==> src/hw/proc_cfg.svh <==
`ifndef PROC_CFG_SVH
`define PROC_CFG_SVH

// Datapath and register file size.
`define PROC_XLEN 32
`define PROC_NREGS 32

`define PROC_RESET_PC 32'h0000_0000 // First fetch address.

// Memory-mapped I/O through CSR numbers.
`define PROC_NUM_IO 3
`define PROC_CSRR_BASE 12'hFC2 // in0 .. in2.
`define PROC_CSRW_BASE 12'h7C2 // out0 .. out2.

`endif

==> src/hw/proc_isa_pkg.sv <==
`include "proc_cfg.svh"

package proc_isa_pkg;

	typedef logic [`PROC_XLEN-1:0] word_t;
	typedef logic [$clog2(`PROC_NREGS)-1:0] reg_addr_t;
	typedef logic [11:0] csr_num_t;

	// Only the major opcodes of the supported subset.
	typedef enum logic [6:0] {
		OP = 7'b0110011,
		OP_IMM = 7'b0010011,
		BRANCH = 7'b1100011,
		JAL = 7'b1101111,
		SYSTEM = 7'b1110011
	} opcode_e;

	localparam logic [2:0] F3_ADD = 3'b000; // add and addi.
	localparam logic [2:0] F3_BNE = 3'b001;
	localparam logic [2:0] F3_CSRRW = 3'b001; // csrw is csrrw x0.
	localparam logic [2:0] F3_CSRRS = 3'b010; // csrr is csrrs with rs1 x0.
	localparam logic [6:0] F7_ADD = 7'b0000000;

	typedef enum logic [1:0] {
		IMM_I = 2'd0,
		IMM_B = 2'd1,
		IMM_J = 2'd2
	} imm_type_e;

	// R-type field layout; other formats reuse the same bits.
	typedef struct packed {
		logic [6:0] funct7;
		reg_addr_t rs2;
		reg_addr_t rs1;
		logic [2:0] funct3;
		reg_addr_t rd;
		opcode_e opcode;
	} inst_t;

endpackage

==> src/hw/proc_ctrl_pkg.sv <==
`include "proc_cfg.svh"

package proc_ctrl_pkg;

	localparam int IO_IDX_W = $clog2(`PROC_NUM_IO);
	typedef logic [IO_IDX_W-1:0] io_idx_t;

	typedef enum logic [1:0] {PC_PLUS4, PC_JTARG, PC_BTARG} pc_sel_e;
	typedef enum logic [1:0] {BYP_RF, BYP_X, BYP_M, BYP_W} byp_sel_e;
	typedef enum logic {OP1_RS1, OP1_PC} op1_sel_e;
	typedef enum logic [1:0] {OP2_RS2, OP2_IMM, OP2_FOUR} op2_sel_e;
	typedef enum logic {RES_ALU, RES_CSRR} result_sel_e;
	typedef enum logic {ALU_ADD, ALU_EQ} alu_fn_e;

	typedef struct packed {
		proc_isa_pkg::imm_type_e imm_type;
		byp_sel_e op1_byp;
		byp_sel_e op2_byp;
		op1_sel_e op1_sel;
		op2_sel_e op2_sel;
		io_idx_t csrr_idx;
	} ctrl_d_t;

	typedef struct packed {
		alu_fn_e alu_fn;
		result_sel_e result_sel;
	} ctrl_x_t;

	typedef struct packed {
		logic rf_wen;
		proc_isa_pkg::reg_addr_t rf_waddr;
		logic [`PROC_NUM_IO-1:0] csrw_en; // One-hot over out0 .. out2.
	} ctrl_w_t;

endpackage

==> src/hw/proc_c2d_if.sv <==
`timescale 1ns/1ps
`include "proc_cfg.svh"

interface proc_c2d_if;
	import proc_ctrl_pkg::*;

	pc_sel_e pc_sel;
	ctrl_d_t ctrl_d;
	ctrl_x_t ctrl_x;
	ctrl_w_t ctrl_w;
	logic [`PROC_XLEN-1:0] inst_d; // Instruction held in D.
	logic eq_x; // Operands equal in X.

	modport ctrl (
		output pc_sel,
		output ctrl_d,
		output ctrl_x,
		output ctrl_w,
		input inst_d,
		input eq_x
	);

	modport dpath (
		input pc_sel,
		input ctrl_d,
		input ctrl_x,
		input ctrl_w,
		output inst_d,
		output eq_x
	);
endinterface

==> src/hw/proc_ctrl.sv <==
`timescale 1ns/1ps
`include "proc_cfg.svh"

module proc_ctrl (
	input logic clk,
	input logic rst,
	proc_c2d_if.ctrl c2d
);
	import proc_isa_pkg::*;
	import proc_ctrl_pkg::*;

	inst_t inst_d;
	inst_t inst_x;
	inst_t inst_m;
	inst_t inst_w;
	logic val_d;
	logic val_x;
	logic val_m;
	logic val_w;
	logic wen_x;
	logic wen_m;
	logic wen_w;
	logic squash_d;
	logic squash_f;
	csr_num_t csrr_num;
	csr_num_t csrw_num;
	pc_sel_e pc_sel;
	ctrl_d_t ctrl_d;
	ctrl_x_t ctrl_x;
	ctrl_w_t ctrl_w;

	function automatic logic is_add(inst_t i);
		return i.opcode == OP && i.funct3 == F3_ADD && i.funct7 == F7_ADD;
	endfunction

	function automatic logic is_addi(inst_t i);
		return i.opcode == OP_IMM && i.funct3 == F3_ADD;
	endfunction

	function automatic logic is_bne(inst_t i);
		return i.opcode == BRANCH && i.funct3 == F3_BNE;
	endfunction

	function automatic logic is_jal(inst_t i);
		return i.opcode == JAL;
	endfunction

	function automatic logic is_csrr(inst_t i);
		return i.opcode == SYSTEM && i.funct3 == F3_CSRRS;
	endfunction

	function automatic logic is_csrw(inst_t i);
		return i.opcode == SYSTEM && i.funct3 == F3_CSRRW;
	endfunction

	function automatic logic writes_rd(inst_t i);
		return is_add(i) || is_addi(i) || is_jal(i) || is_csrr(i);
	endfunction

	function automatic logic hit(logic wen, reg_addr_t rd, reg_addr_t rs);
		return wen && rd != '0 && rd == rs;
	endfunction

	// Nearest producer wins.
	function automatic byp_sel_e pick_byp(logic hit_x, logic hit_m, logic hit_w);
		if (hit_x)
			return BYP_X;
		if (hit_m)
			return BYP_M;
		if (hit_w)
			return BYP_W;
		return BYP_RF;
	endfunction

	assign inst_d = c2d.inst_d;
	assign csrr_num = inst_d[31:20];
	assign csrw_num = inst_w[31:20];

	always_ff @(posedge clk) begin
		if (rst) begin
			val_d <= 1'b0;
			val_x <= 1'b0;
			val_m <= 1'b0;
			val_w <= 1'b0;
		end else begin
			val_d <= !squash_f;
			val_x <= val_d && !squash_d;
			val_m <= val_x;
			val_w <= val_m;
		end
	end

	always_ff @(posedge clk) begin
		inst_x <= inst_d;
		inst_m <= inst_x;
		inst_w <= inst_m;
	end

	assign wen_x = val_x && writes_rd(inst_x);
	assign wen_m = val_m && writes_rd(inst_m);
	assign wen_w = val_w && writes_rd(inst_w);

	assign squash_d = val_x && is_bne(inst_x) && !c2d.eq_x; // Taken bne.
	assign squash_f = squash_d || (val_d && is_jal(inst_d));

	always_comb begin
		if (squash_d)
			pc_sel = PC_BTARG;
		else if (val_d && is_jal(inst_d))
			pc_sel = PC_JTARG;
		else
			pc_sel = PC_PLUS4;
	end

	always_comb begin
		ctrl_d = '0;
		if (val_d) begin
			ctrl_d.op1_byp = pick_byp(hit(wen_x, inst_x.rd, inst_d.rs1),
				hit(wen_m, inst_m.rd, inst_d.rs1), hit(wen_w, inst_w.rd, inst_d.rs1));
			ctrl_d.op2_byp = pick_byp(hit(wen_x, inst_x.rd, inst_d.rs2),
				hit(wen_m, inst_m.rd, inst_d.rs2), hit(wen_w, inst_w.rd, inst_d.rs2));
			if (is_addi(inst_d)) begin
				ctrl_d.imm_type = IMM_I;
				ctrl_d.op2_sel = OP2_IMM;
			end
			if (is_bne(inst_d))
				ctrl_d.imm_type = IMM_B; // Target resolved later in X.
			if (is_jal(inst_d)) begin
				ctrl_d.imm_type = IMM_J;
				ctrl_d.op1_sel = OP1_PC; // Link value pc + 4.
				ctrl_d.op2_sel = OP2_FOUR;
			end
			if (is_csrr(inst_d) && csrr_num >= `PROC_CSRR_BASE
				&& csrr_num < `PROC_CSRR_BASE + `PROC_NUM_IO)
				ctrl_d.csrr_idx = io_idx_t'(csrr_num - `PROC_CSRR_BASE);
		end
	end

	always_comb begin
		ctrl_x = '0;
		if (val_x && is_bne(inst_x))
			ctrl_x.alu_fn = ALU_EQ;
		if (val_x && is_csrr(inst_x))
			ctrl_x.result_sel = RES_CSRR;
	end

	always_comb begin
		ctrl_w = '0;
		if (val_w) begin
			ctrl_w.rf_wen = wen_w; // x0 writes dropped in the regfile.
			ctrl_w.rf_waddr = inst_w.rd;
			if (is_csrw(inst_w) && csrw_num >= `PROC_CSRW_BASE
				&& csrw_num < `PROC_CSRW_BASE + `PROC_NUM_IO)
				ctrl_w.csrw_en[io_idx_t'(csrw_num - `PROC_CSRW_BASE)] = 1'b1;
		end
	end

	assign c2d.pc_sel = pc_sel;
	assign c2d.ctrl_d = ctrl_d;
	assign c2d.ctrl_x = ctrl_x;
	assign c2d.ctrl_w = ctrl_w;

	// A csrw never writes the register file.
	a_csrw_onehot: assert property (@(posedge clk) disable iff (rst)
		$onehot0({ctrl_w.csrw_en, ctrl_w.rf_wen}));

	// A taken branch empties D and X, so a jal behind it dies.
	a_squash_kills: assert property (@(posedge clk) disable iff (rst)
		squash_d |=> !val_d && !val_x);
endmodule

==> src/hw/proc_dpath.sv <==
`timescale 1ns/1ps
`include "proc_cfg.svh"

module proc_dpath (
	input logic clk,
	input logic rst,
	proc_c2d_if.dpath c2d,
	output proc_isa_pkg::word_t imemreq_addr,
	input proc_isa_pkg::word_t imemresp_data,
	input proc_isa_pkg::word_t in0,
	input proc_isa_pkg::word_t in1,
	input proc_isa_pkg::word_t in2,
	output proc_isa_pkg::word_t out0,
	output proc_isa_pkg::word_t out1,
	output proc_isa_pkg::word_t out2,
	output logic rf_wen,
	output proc_isa_pkg::reg_addr_t rf_waddr,
	output proc_isa_pkg::word_t rf_wdata,
	output proc_isa_pkg::reg_addr_t rf_raddr0,
	output proc_isa_pkg::reg_addr_t rf_raddr1,
	input proc_isa_pkg::word_t rf_rdata0,
	input proc_isa_pkg::word_t rf_rdata1
);
	import proc_isa_pkg::*;
	import proc_ctrl_pkg::*;

	word_t pc_f;
	word_t pc_next_f;
	inst_t inst_d;
	word_t pc_d;
	word_t imm_d;
	word_t targ_d;
	word_t op1_byp_d;
	word_t op2_byp_d;
	word_t op1_d;
	word_t op2_d;
	word_t btarg_x;
	word_t op1_x;
	word_t op2_x;
	word_t csrr_x;
	word_t csrw_x;
	word_t alu_x;
	word_t result_x;
	word_t result_m;
	word_t csrw_m;
	word_t result_w;
	word_t csrw_w;
	word_t in_port [`PROC_NUM_IO];
	word_t out_reg [`PROC_NUM_IO];

	function automatic word_t byp_mux(byp_sel_e sel, word_t rf, word_t x, word_t m, word_t w);
		case (sel)
			BYP_X: return x;
			BYP_M: return m;
			BYP_W: return w;
			default: return rf;
		endcase
	endfunction

	always_comb begin
		case (c2d.pc_sel)
			PC_JTARG: pc_next_f = targ_d;
			PC_BTARG: pc_next_f = btarg_x;
			default: pc_next_f = pc_f + 32'd4;
		endcase
	end

	always_ff @(posedge clk) begin
		if (rst) begin
			pc_f <= `PROC_RESET_PC;
		end else begin
			pc_f <= pc_next_f;
		end
	end

	assign imemreq_addr = pc_f;

	always_ff @(posedge clk) begin
		inst_d <= imemresp_data;
		pc_d <= pc_f;
	end

	assign c2d.inst_d = inst_d;
	assign rf_raddr0 = inst_d.rs1;
	assign rf_raddr1 = inst_d.rs2;

	always_comb begin
		case (c2d.ctrl_d.imm_type)
			IMM_B: imm_d = {{20{inst_d[31]}}, inst_d[7], inst_d[30:25], inst_d[11:8], 1'b0};
			IMM_J: imm_d = {{12{inst_d[31]}}, inst_d[19:12], inst_d[20], inst_d[30:21], 1'b0};
			default: imm_d = {{20{inst_d[31]}}, inst_d[31:20]};
		endcase
	end

	assign targ_d = pc_d + imm_d; // Shared by jal and bne.

	assign op1_byp_d = byp_mux(c2d.ctrl_d.op1_byp, rf_rdata0, result_x, result_m, result_w);
	assign op2_byp_d = byp_mux(c2d.ctrl_d.op2_byp, rf_rdata1, result_x, result_m, result_w);
	assign op1_d = (c2d.ctrl_d.op1_sel == OP1_PC) ? pc_d : op1_byp_d;

	always_comb begin
		case (c2d.ctrl_d.op2_sel)
			OP2_IMM: op2_d = imm_d;
			OP2_FOUR: op2_d = 32'd4;
			default: op2_d = op2_byp_d;
		endcase
	end

	assign in_port[0] = in0;
	assign in_port[1] = in1;
	assign in_port[2] = in2;

	always_ff @(posedge clk) begin
		op1_x <= op1_d;
		op2_x <= op2_d;
		btarg_x <= targ_d;
		csrr_x <= in_port[c2d.ctrl_d.csrr_idx]; // Sampled in D.
		csrw_x <= op1_byp_d;
	end

	assign alu_x = (c2d.ctrl_x.alu_fn == ALU_EQ) ? word_t'(op1_x == op2_x) : op1_x + op2_x;
	assign c2d.eq_x = alu_x[0];
	assign result_x = (c2d.ctrl_x.result_sel == RES_CSRR) ? csrr_x : alu_x;

	always_ff @(posedge clk) begin
		result_m <= result_x;
		csrw_m <= csrw_x;
		result_w <= result_m;
		csrw_w <= csrw_m;
	end

	assign rf_wen = c2d.ctrl_w.rf_wen;
	assign rf_waddr = c2d.ctrl_w.rf_waddr;
	assign rf_wdata = result_w;

	always_ff @(posedge clk) begin
		for (int i = 0; i < `PROC_NUM_IO; i++) begin
			if (rst) begin
				out_reg[i] <= '0;
			end else if (c2d.ctrl_w.csrw_en[i]) begin
				out_reg[i] <= csrw_w;
			end
		end
	end

	assign out0 = out_reg[0];
	assign out1 = out_reg[1];
	assign out2 = out_reg[2];

	a_sel_known: assert property (@(posedge clk) disable iff (rst)
		!$isunknown({c2d.pc_sel, c2d.ctrl_d, c2d.ctrl_x, c2d.ctrl_w}));
endmodule

==> src/hw/proc_regfile.sv <==
`timescale 1ns/1ps
`include "proc_cfg.svh"

module proc_regfile (
	input logic clk,
	input logic wen,
	input proc_isa_pkg::reg_addr_t waddr,
	input proc_isa_pkg::word_t wdata,
	input proc_isa_pkg::reg_addr_t raddr0,
	input proc_isa_pkg::reg_addr_t raddr1,
	output proc_isa_pkg::word_t rdata0,
	output proc_isa_pkg::word_t rdata1
);
	import proc_isa_pkg::*;

	word_t regs [`PROC_NREGS];

	always_ff @(posedge clk) begin
		if (wen && waddr != '0)
			regs[waddr] <= wdata;
	end

	// x0 reads as zero.
	assign rdata0 = (raddr0 == '0) ? '0 : regs[raddr0];
	assign rdata1 = (raddr1 == '0) ? '0 : regs[raddr1];
endmodule

==> src/hw/proc_top.sv <==
`timescale 1ns/1ps
`include "proc_cfg.svh"

module proc_top (
	input logic clk,
	input logic rst,
	output proc_isa_pkg::word_t imemreq_addr,
	input proc_isa_pkg::word_t imemresp_data,
	input proc_isa_pkg::word_t in0,
	input proc_isa_pkg::word_t in1,
	input proc_isa_pkg::word_t in2,
	output proc_isa_pkg::word_t out0,
	output proc_isa_pkg::word_t out1,
	output proc_isa_pkg::word_t out2
);
	import proc_isa_pkg::*;

	logic rf_wen;
	reg_addr_t rf_waddr;
	word_t rf_wdata;
	reg_addr_t rf_raddr0;
	reg_addr_t rf_raddr1;
	word_t rf_rdata0;
	word_t rf_rdata1;

	proc_c2d_if c2d ();

	proc_ctrl i_ctrl (
		.clk(clk),
		.rst(rst),
		.c2d(c2d.ctrl)
	);

	proc_dpath i_dpath (
		.clk(clk),
		.rst(rst),
		.c2d(c2d.dpath),
		.imemreq_addr(imemreq_addr),
		.imemresp_data(imemresp_data),
		.in0(in0),
		.in1(in1),
		.in2(in2),
		.out0(out0),
		.out1(out1),
		.out2(out2),
		.rf_wen(rf_wen),
		.rf_waddr(rf_waddr),
		.rf_wdata(rf_wdata),
		.rf_raddr0(rf_raddr0),
		.rf_raddr1(rf_raddr1),
		.rf_rdata0(rf_rdata0),
		.rf_rdata1(rf_rdata1)
	);

	proc_regfile i_regfile (
		.clk(clk),
		.wen(rf_wen),
		.waddr(rf_waddr),
		.wdata(rf_wdata),
		.raddr0(rf_raddr0),
		.raddr1(rf_raddr1),
		.rdata0(rf_rdata0),
		.rdata1(rf_rdata1)
	);
endmodule

==> config.mk <==
export PLATFORM = sky130hd
export DESIGN_NAME = proc_top
export DESIGN_NICKNAME = d
export VERILOG_FILES = /design/src/hw/proc_isa_pkg.sv /design/src/hw/proc_ctrl_pkg.sv /design/src/hw/proc_c2d_if.sv /design/src/hw/proc_ctrl.sv /design/src/hw/proc_dpath.sv /design/src/hw/proc_regfile.sv /design/src/hw/proc_top.sv
export VERILOG_INCLUDE_DIRS = /design/src /design/src/hw
export SDC_FILE = /design/constraint.sdc
export NUM_CORES = 2
export LEC_CHECK = 0
export BUFFER_PORTS_ARGS = -buffer_cell sky130_fd_sc_hd__buf_2
export CAP_MARGIN = 20
export CELL_PAD_IN_SITES_DETAIL_PLACEMENT = 1
export CELL_PAD_IN_SITES_GLOBAL_PLACEMENT = 2
export CORE_AREA = 2 2 387 389
export DETAILED_ROUTE_END_ITERATION = 8
export DIE_AREA = 0 0 389 391
export HOLD_SLACK_MARGIN = 0.15
export PLACE_DENSITY = 0.8
export SYNTH_ARGS = -nofsm -noshare
export SYNTH_HDL_FRONTEND = slang
export SYNTH_SLANG_ARGS = --single-unit
==> constraint.sdc <==
create_clock -name clk -period 7.7 [get_ports clk]
set_clock_uncertainty 0.2 [all_clocks]
set_input_delay 1.155 -clock clk [delete_from_list [all_inputs] [get_ports clk]]
set_output_delay 1.155 -clock clk [all_outputs]
set_load 0.05 [all_outputs]
[Yosys cells after proc, flatten, opt, wreduce, memory -nomap -nowiden]
Memory sizes are Yosys's and may differ from the RTL's. A register that Yosys moved wholly into a read port is not among the register bits.
Cells that the tools add are included.
Storage, ports and cells
  word-level logic and storage cells: 236
  memory bits (writable): 1120
  memories kept: 2
  register bits after elaboration: 469
  bits in read-only memories: 0
  latch bits: 0
Memory list
  i_regfile.regs: words 32, width 32, read ports 2, clocked after memory_dff 2, write ports 1, RTL line proc_regfile.sv:16  | word_t regs [`PROC_NREGS];
  i_dpath.out_reg: words 3, width 32, read ports 3, clocked after memory_dff 0, write ports 3, RTL line proc_dpath.sv:49  | word_t out_reg [`PROC_NUM_IO];
Operators by class
  $add $sub $neg: 5
  multiplexer cells: 73
  multiply operators: 0
  shifts and indexed selects: 0
  bitwise operators: 4
  magnitude comparators: 7
  divide/modulo/power cells: 0
  reduce and logical (&&, ||, !) cells: 66
  equality and inequality tests: 43
Operators with widths (count)
  32-bit two-way mux: 10
  32-bit one-hot mux with 3 select lines: 2
  32-bit one-hot mux with 2 select lines: 2
  7-bit == test, second input constant: 10
  32-bit adder: 2
  32-bit binary-select mux with 2-bit select: 1
  1-bit logical AND: 40
  20-bit one-hot mux with 2 select lines: 1
  1-bit two-way mux: 37
  32-bit by 3-bit adder with 32-bit output, second input constant: 1
  32-bit == test: 1
  5-bit == test: 6
  2-bit two-way mux: 15
  7-bit by 5-bit == test with 1-bit output, second input constant: 4
  7-bit by 6-bit == test with 1-bit output, second input constant: 3
  7-bit logical NOT: 3
  5-bit nonzero test: 4
  2-bit == test, second input constant: 7
  3-bit by 2-bit == test with 1-bit output, second input constant: 4
  12-bit by 11-bit greater-or-equal comparator with 1-bit output, second input constant: 1
  12-bit greater-or-equal comparator, second input constant: 1
  3-bit logical NOT: 4
  12-bit by 11-bit less-than comparator with 1-bit output, second input constant: 1
  12-bit less-than comparator, second input constant: 1
  15 further kinds: 37

[Longest topological paths before layout]
  depth after elaboration: 24
  gate-level depth with buffers: 20
  mapped depth without buffers: 18

[By module]
A second synthesis with hierarchy kept.
Unflattened totals
  cells, all modules: 4578
  area total of the unflattened synthesis: 70316.2 um2
Modules (own cells, without submodules)
  proc_regfile: times used 1, cells an instance 2564, area each 47929.7 um2
  proc_dpath: times used 1, cells an instance 1787, area each 19696.4 um2
  proc_ctrl: times used 1, cells an instance 227, area each 2690.1 um2

[Worst setup path before layout]
No wires, ideal clock.
  kind: flip-flop to flip-flop
  start: register i_ctrl.inst_w, in the netlist i_ctrl.csrw_num[6]
  end: memory i_regfile.regs[13][0] (netlist name) (enable)
  path buffers: 0
  stages on the path, launching flop included: 6
  clock period less this slack: 5.587 ns
  setup time: 0.513 ns
  arrival time: 4.873 ns
  slack: 2.113 ns
  data required time: 6.987 ns
  cells stage by stage: dfxtp_1 > or4_1 > o41ai_1 > a32o_1 > nand3_1 > nor4b_1
On the way
  word-level cells in the longest chain between the ends: 10
RTL lines
  start: declaration: RTL line proc_ctrl.sv:15  | inst_t inst_w;
  start signal: assignment: RTL line proc_ctrl.sv:96  | inst_w <= inst_m;
  7-bit logical NOT: RTL line proc_ctrl.sv:33  | return i.opcode == OP && i.funct3 == F3_ADD && i.funct7 == F7_ADD;
  1-bit logical AND: RTL line proc_ctrl.sv:33
  1-bit logical OR (3 in series): RTL line proc_ctrl.sv:57  | return is_add(i) || is_addi(i) || is_jal(i) || is_csrr(i);
  1-bit logical AND: RTL line proc_ctrl.sv:101  | assign wen_w = val_w && writes_rd(inst_w);
  9-bit two-way mux: RTL line proc_ctrl.sv:149  | if (val_w) begin
  1-bit logical AND: RTL line proc_regfile.sv:19  | if (wen && waddr != '0)
  1-bit two-way mux: RTL line proc_regfile.sv:19
  1-bit two-way mux (implied by the code): RTL line proc_regfile.sv:20  | regs[waddr] <= wdata;
  end: declaration: RTL line proc_regfile.sv:16
Every way passes these cells.

[Final worst setup path]
  start: register i_ctrl.val_d
  end: register i_dpath.pc_f[31] (netlist: i_dpath.imemreq_addr[31])
On the way
  word-level cells in the longest chain between the ends: 5
  elaborated cells on any way between the ends: 11
  classes of those cells: 1 x add/sub; 4 x eq/ne; 5 x mux; 1 x reduce/logical
RTL lines
  start: declaration: RTL line proc_ctrl.sv:16  | logic val_d;
  start signal: assignment: RTL line proc_ctrl.sv:86  | val_d <= !squash_f;
  11-bit two-way mux or 1-bit logical AND (tied branches): RTL line proc_ctrl.sv:117, proc_ctrl.sv:109
  2-bit == test (tied with other cells): RTL line proc_dpath.sv:88  | case (c2d.ctrl_d.imm_type)
  20-bit one-hot mux with 2 select lines or 2-bit two-way mux (tied branches): RTL line proc_dpath.sv:88, proc_ctrl.sv:107
  32-bit adder (tied with other cells): RTL line proc_dpath.sv:95  | assign targ_d = pc_d + imm_d;
  32-bit one-hot mux with 2 select lines (*): RTL line proc_dpath.sv:61  | case (c2d.pc_sel)
  end signal: assignment: RTL line proc_dpath.sv:70  | pc_f <= `PROC_RESET_PC;
  end signal: assignment: RTL line proc_dpath.sv:72  | pc_f <= pc_next_f;
  end: declaration: RTL line proc_dpath.sv:27  | word_t pc_f;
Every way passes the cells marked *; elsewhere a longest branch is shown, timed or not.
A chain may end at the register's enable or synchronous reset.

==> flow_metrics.tcl <==
set metrics [dict create \
    status "finished, final reports clean" \
    antenna_found_initial 10 \
    startpoint_type "flip-flop" \
    ys_seq_area_share_pct 62.1 \
    cts_tree "done" \
    synthTopCellsByCount "1120 x edfxtp_1, 640 x mux4_2, 469 x dfxtp_1" \
    hpwl_um 140000 \
    fmax_ghz 0.174 \
    start_util_pct 46.6 \
    use_met2_pct 48.7 \
    postSynthAreaPerCell_um2 16.7 \
    top_usage_layer "met2" \
    first_iter_violations 4294 \
    grt_util_met1_pct 37.8 \
    ir_drop_uv 271 \
    ant_nets 0 \
    rsz0062_at_grt "no" \
    ys_seq_elements 1589 \
    die_area_mm2 0.152 \
    synth_largest_area_cell "edfxtp_1" \
    crit_fanout 36 \
    cp-end-kind "flip-flop" \
    path_class "reg -> reg" \
    nets 4710 \
    die_h_um 391 \
    synth-edff-count 1120 \
    htree_levels 4 \
    clk_latency_ps 830 \
    synth_top_area_share_pct 48.6 \
    drive_above_1_share_pct 29.7 \
    drc 0 \
    largest_register_ffs 1024 \
    cts.path.max_buffers 3 \
    fp-row-count 142 \
    yosysMostFrequentCell "edfxtp_1" \
    period_share_pct 74.8 \
    postLayoutCellArea_mm2 0.0799 \
    root_buffer "clkbuf_16" \
    min_path_type "reg -> reg" \
    p_leak_nw 27.6 \
    path_clk_slew_ps 70 \
    synthCells 4141 \
    synth_area_mm2 0.0692 \
    cts_inserted_buffers 162 \
    tightestPinTransition_ps 1100 \
    drv_slew 0 \
    io_buffers 257 \
    gp_congestion 0.944 \
    slew_headroom_pct 24.5 \
    required_ps 8210 \
    placed_cell_area_mm2 0.0732 \
    synthArstFlopShare_pct 0 \
    worstPathArrival_ps 6270 \
    synth_area_leaders "edfxtp_1 49%, mux4_2 21%, dfxtp_1 14%" \
    grt_pass1_vias 44300 \
    core-area_mm2 0.149 \
    routed_wl_um 222000 \
    synth_ff_type "edfxtp_1" \
    syn_to_final_growth_pct 15.4 \
    numClockSinks 1589 \
    grt_overflow 0 \
    setup_tns_ps 0 \
    fillerInstances 13600 \
    grt_pass1_wl_um 320000 \
    yosysWarningCount 0 \
    fp.dieW_um 389 \
    finalHoldViolations 0 \
    wl_per_cell_um 33.7 \
    post_cts_buffers 0 \
    grt_usage_pct 29.4 \
    fin_crit_ps 5760 \
    ioPinCount 258 \
    cap_violations 0 \
    grt_max_degree 130 \
    synth.distinct_cells 84 \
    setup_viol 0 \
    vias 42300 \
    viasPerCell 6.42 \
    powerDensity_mw_per_mm2 275 \
    use_met3_pct 6.45 \
    dr.pass1.iters 6 \
]
==> cell usage in the layout (no fill, tap or decap), types with 34 or more instances in the layout <==
cell type      count
mux4_2           640
and2_1           115
nor3_1            34
nand2_1          236
a21o_1            37
dlygate4sd3_1     58
edfxtp_1        1120
clkbuf_16        164
xor2_1            48
xnor2_1           57
buf_4             89
mux2i_1           84
nor2_1           137
clkbuf_1          36
mux2_2            41
a21oi_1          104
buf_2            257
dfxtp_1          459
ha_1              68
nand3_1           52
o21ai_0          112
==> report_power, final <==
group	switching, mW	internal [mW]	total (mW)
Sequential	0.405	10.3	10.7
Clock	3.53	4.57	8.10
Combinational	1.93	1.25	3.18
==> cell type report <==
| class | instances | area, um^2 | share of cell area (%) |
|---|---|---|---|
| sequential | 1589 | 43100 | 53.9 |
| inverter | 29 | 109 | 0.136 |
| multi-input combinational | 2288 | 25400 | 31.8 |
| clock inverter | 91 | 1090 | 1.37 |
| timing repair buffer | 440 | 3440 | 4.30 |
| antenna | 2 | 5.00 | 0.00626 |
| tap | 1944 | 2430 | 3.04 |
| clock buffer | 208 | 4350 | 5.44 |
==> cell families (layout without fill, tap and decap cells) <==
family,after synthesis,after routing,share of synthesized area [%]
flops,1589,1589,62.1
simple gates,776,776,5.53
mux,765,765,22.7
compound gates,540,540,5.29
buf+inv,295,768,1.72
xor+xnor,105,105,1.33
fa+ha+maj,70,70,1.29
other cells,1,34,0.00542
==> worst max-delay path: stages, from the launching register on <==
cell and delay (ps):
dfxtp_1 310, buf_4 390, and3_1 290, nand4_1 140, inv_1 90, buf_4 350
ha_1 370, nor2b_1 440, a21o_1 230, ha_1 330, a21o_1 220, a2111oi_0 500
o311ai_0 240, a221o_1 370, o41a_1 420, and4_1 280, and4_1 200, o31ai_1 230
==> final timing paths <==
kind | startpoint | to | slack, ps | cells after the start
setup / recovery | i_ctrl.val_d$_SDFF_PP0_ | i_dpath.imemreq_addr[31]$_SDFF_PP0_ | 1940 | 17
hold / removal | i_dpath.csrw_x[14]$_DFF_P_ | i_dpath.csrw_m[14]$_DFF_P_ | 140 | 0
setup reg to reg | i_ctrl.val_d$_SDFF_PP0_ | i_dpath.imemreq_addr[31]$_SDFF_PP0_ | 1940 | 17
hold reg to reg | i_dpath.csrw_x[14]$_DFF_P_ | i_dpath.csrw_m[14]$_DFF_P_ | 140 | 0
==> per-stage QoR <==
| stage | setup slack, ps | hold WS [ps] | power, mW | util [%] | cells |
|---|---|---|---|---|---|
| after global placement | 2050 | 110 | 13.5 | 49.2 | 6202 |
| after floorplan | 2110 | 110 | 12.4 | - | 4172 |
| final | 1940 | 137 | 22.0 | 53.8 | 6591 |
| after CTS | 1970 | 151 | 21.7 | 53.3 | 6564 |
| after detailed placement | 2060 | 113 | 13.6 | 49.3 | 6207 |
| after global routing | 1600 | 155 | 22.7 | 53.8 | 6589 |
==> layer usage <==
layer | routed length, um | part of all wire (%)
met5 | 18 | 0.0081
met4 | 9090 | 4.1
met3 | 20200 | 9.1
met2 | 109000 | 49
met1 | 83400 | 38
==> repair_timing <==
| item | in CTS | in global routing |
|---|---|---|
| gates resized for setup | 0 | 0 |
| hold buffers | 58 | 0 |
| endpoints found under the hold margin | 58 | 0 |
(Power assumes the default switching activity.)
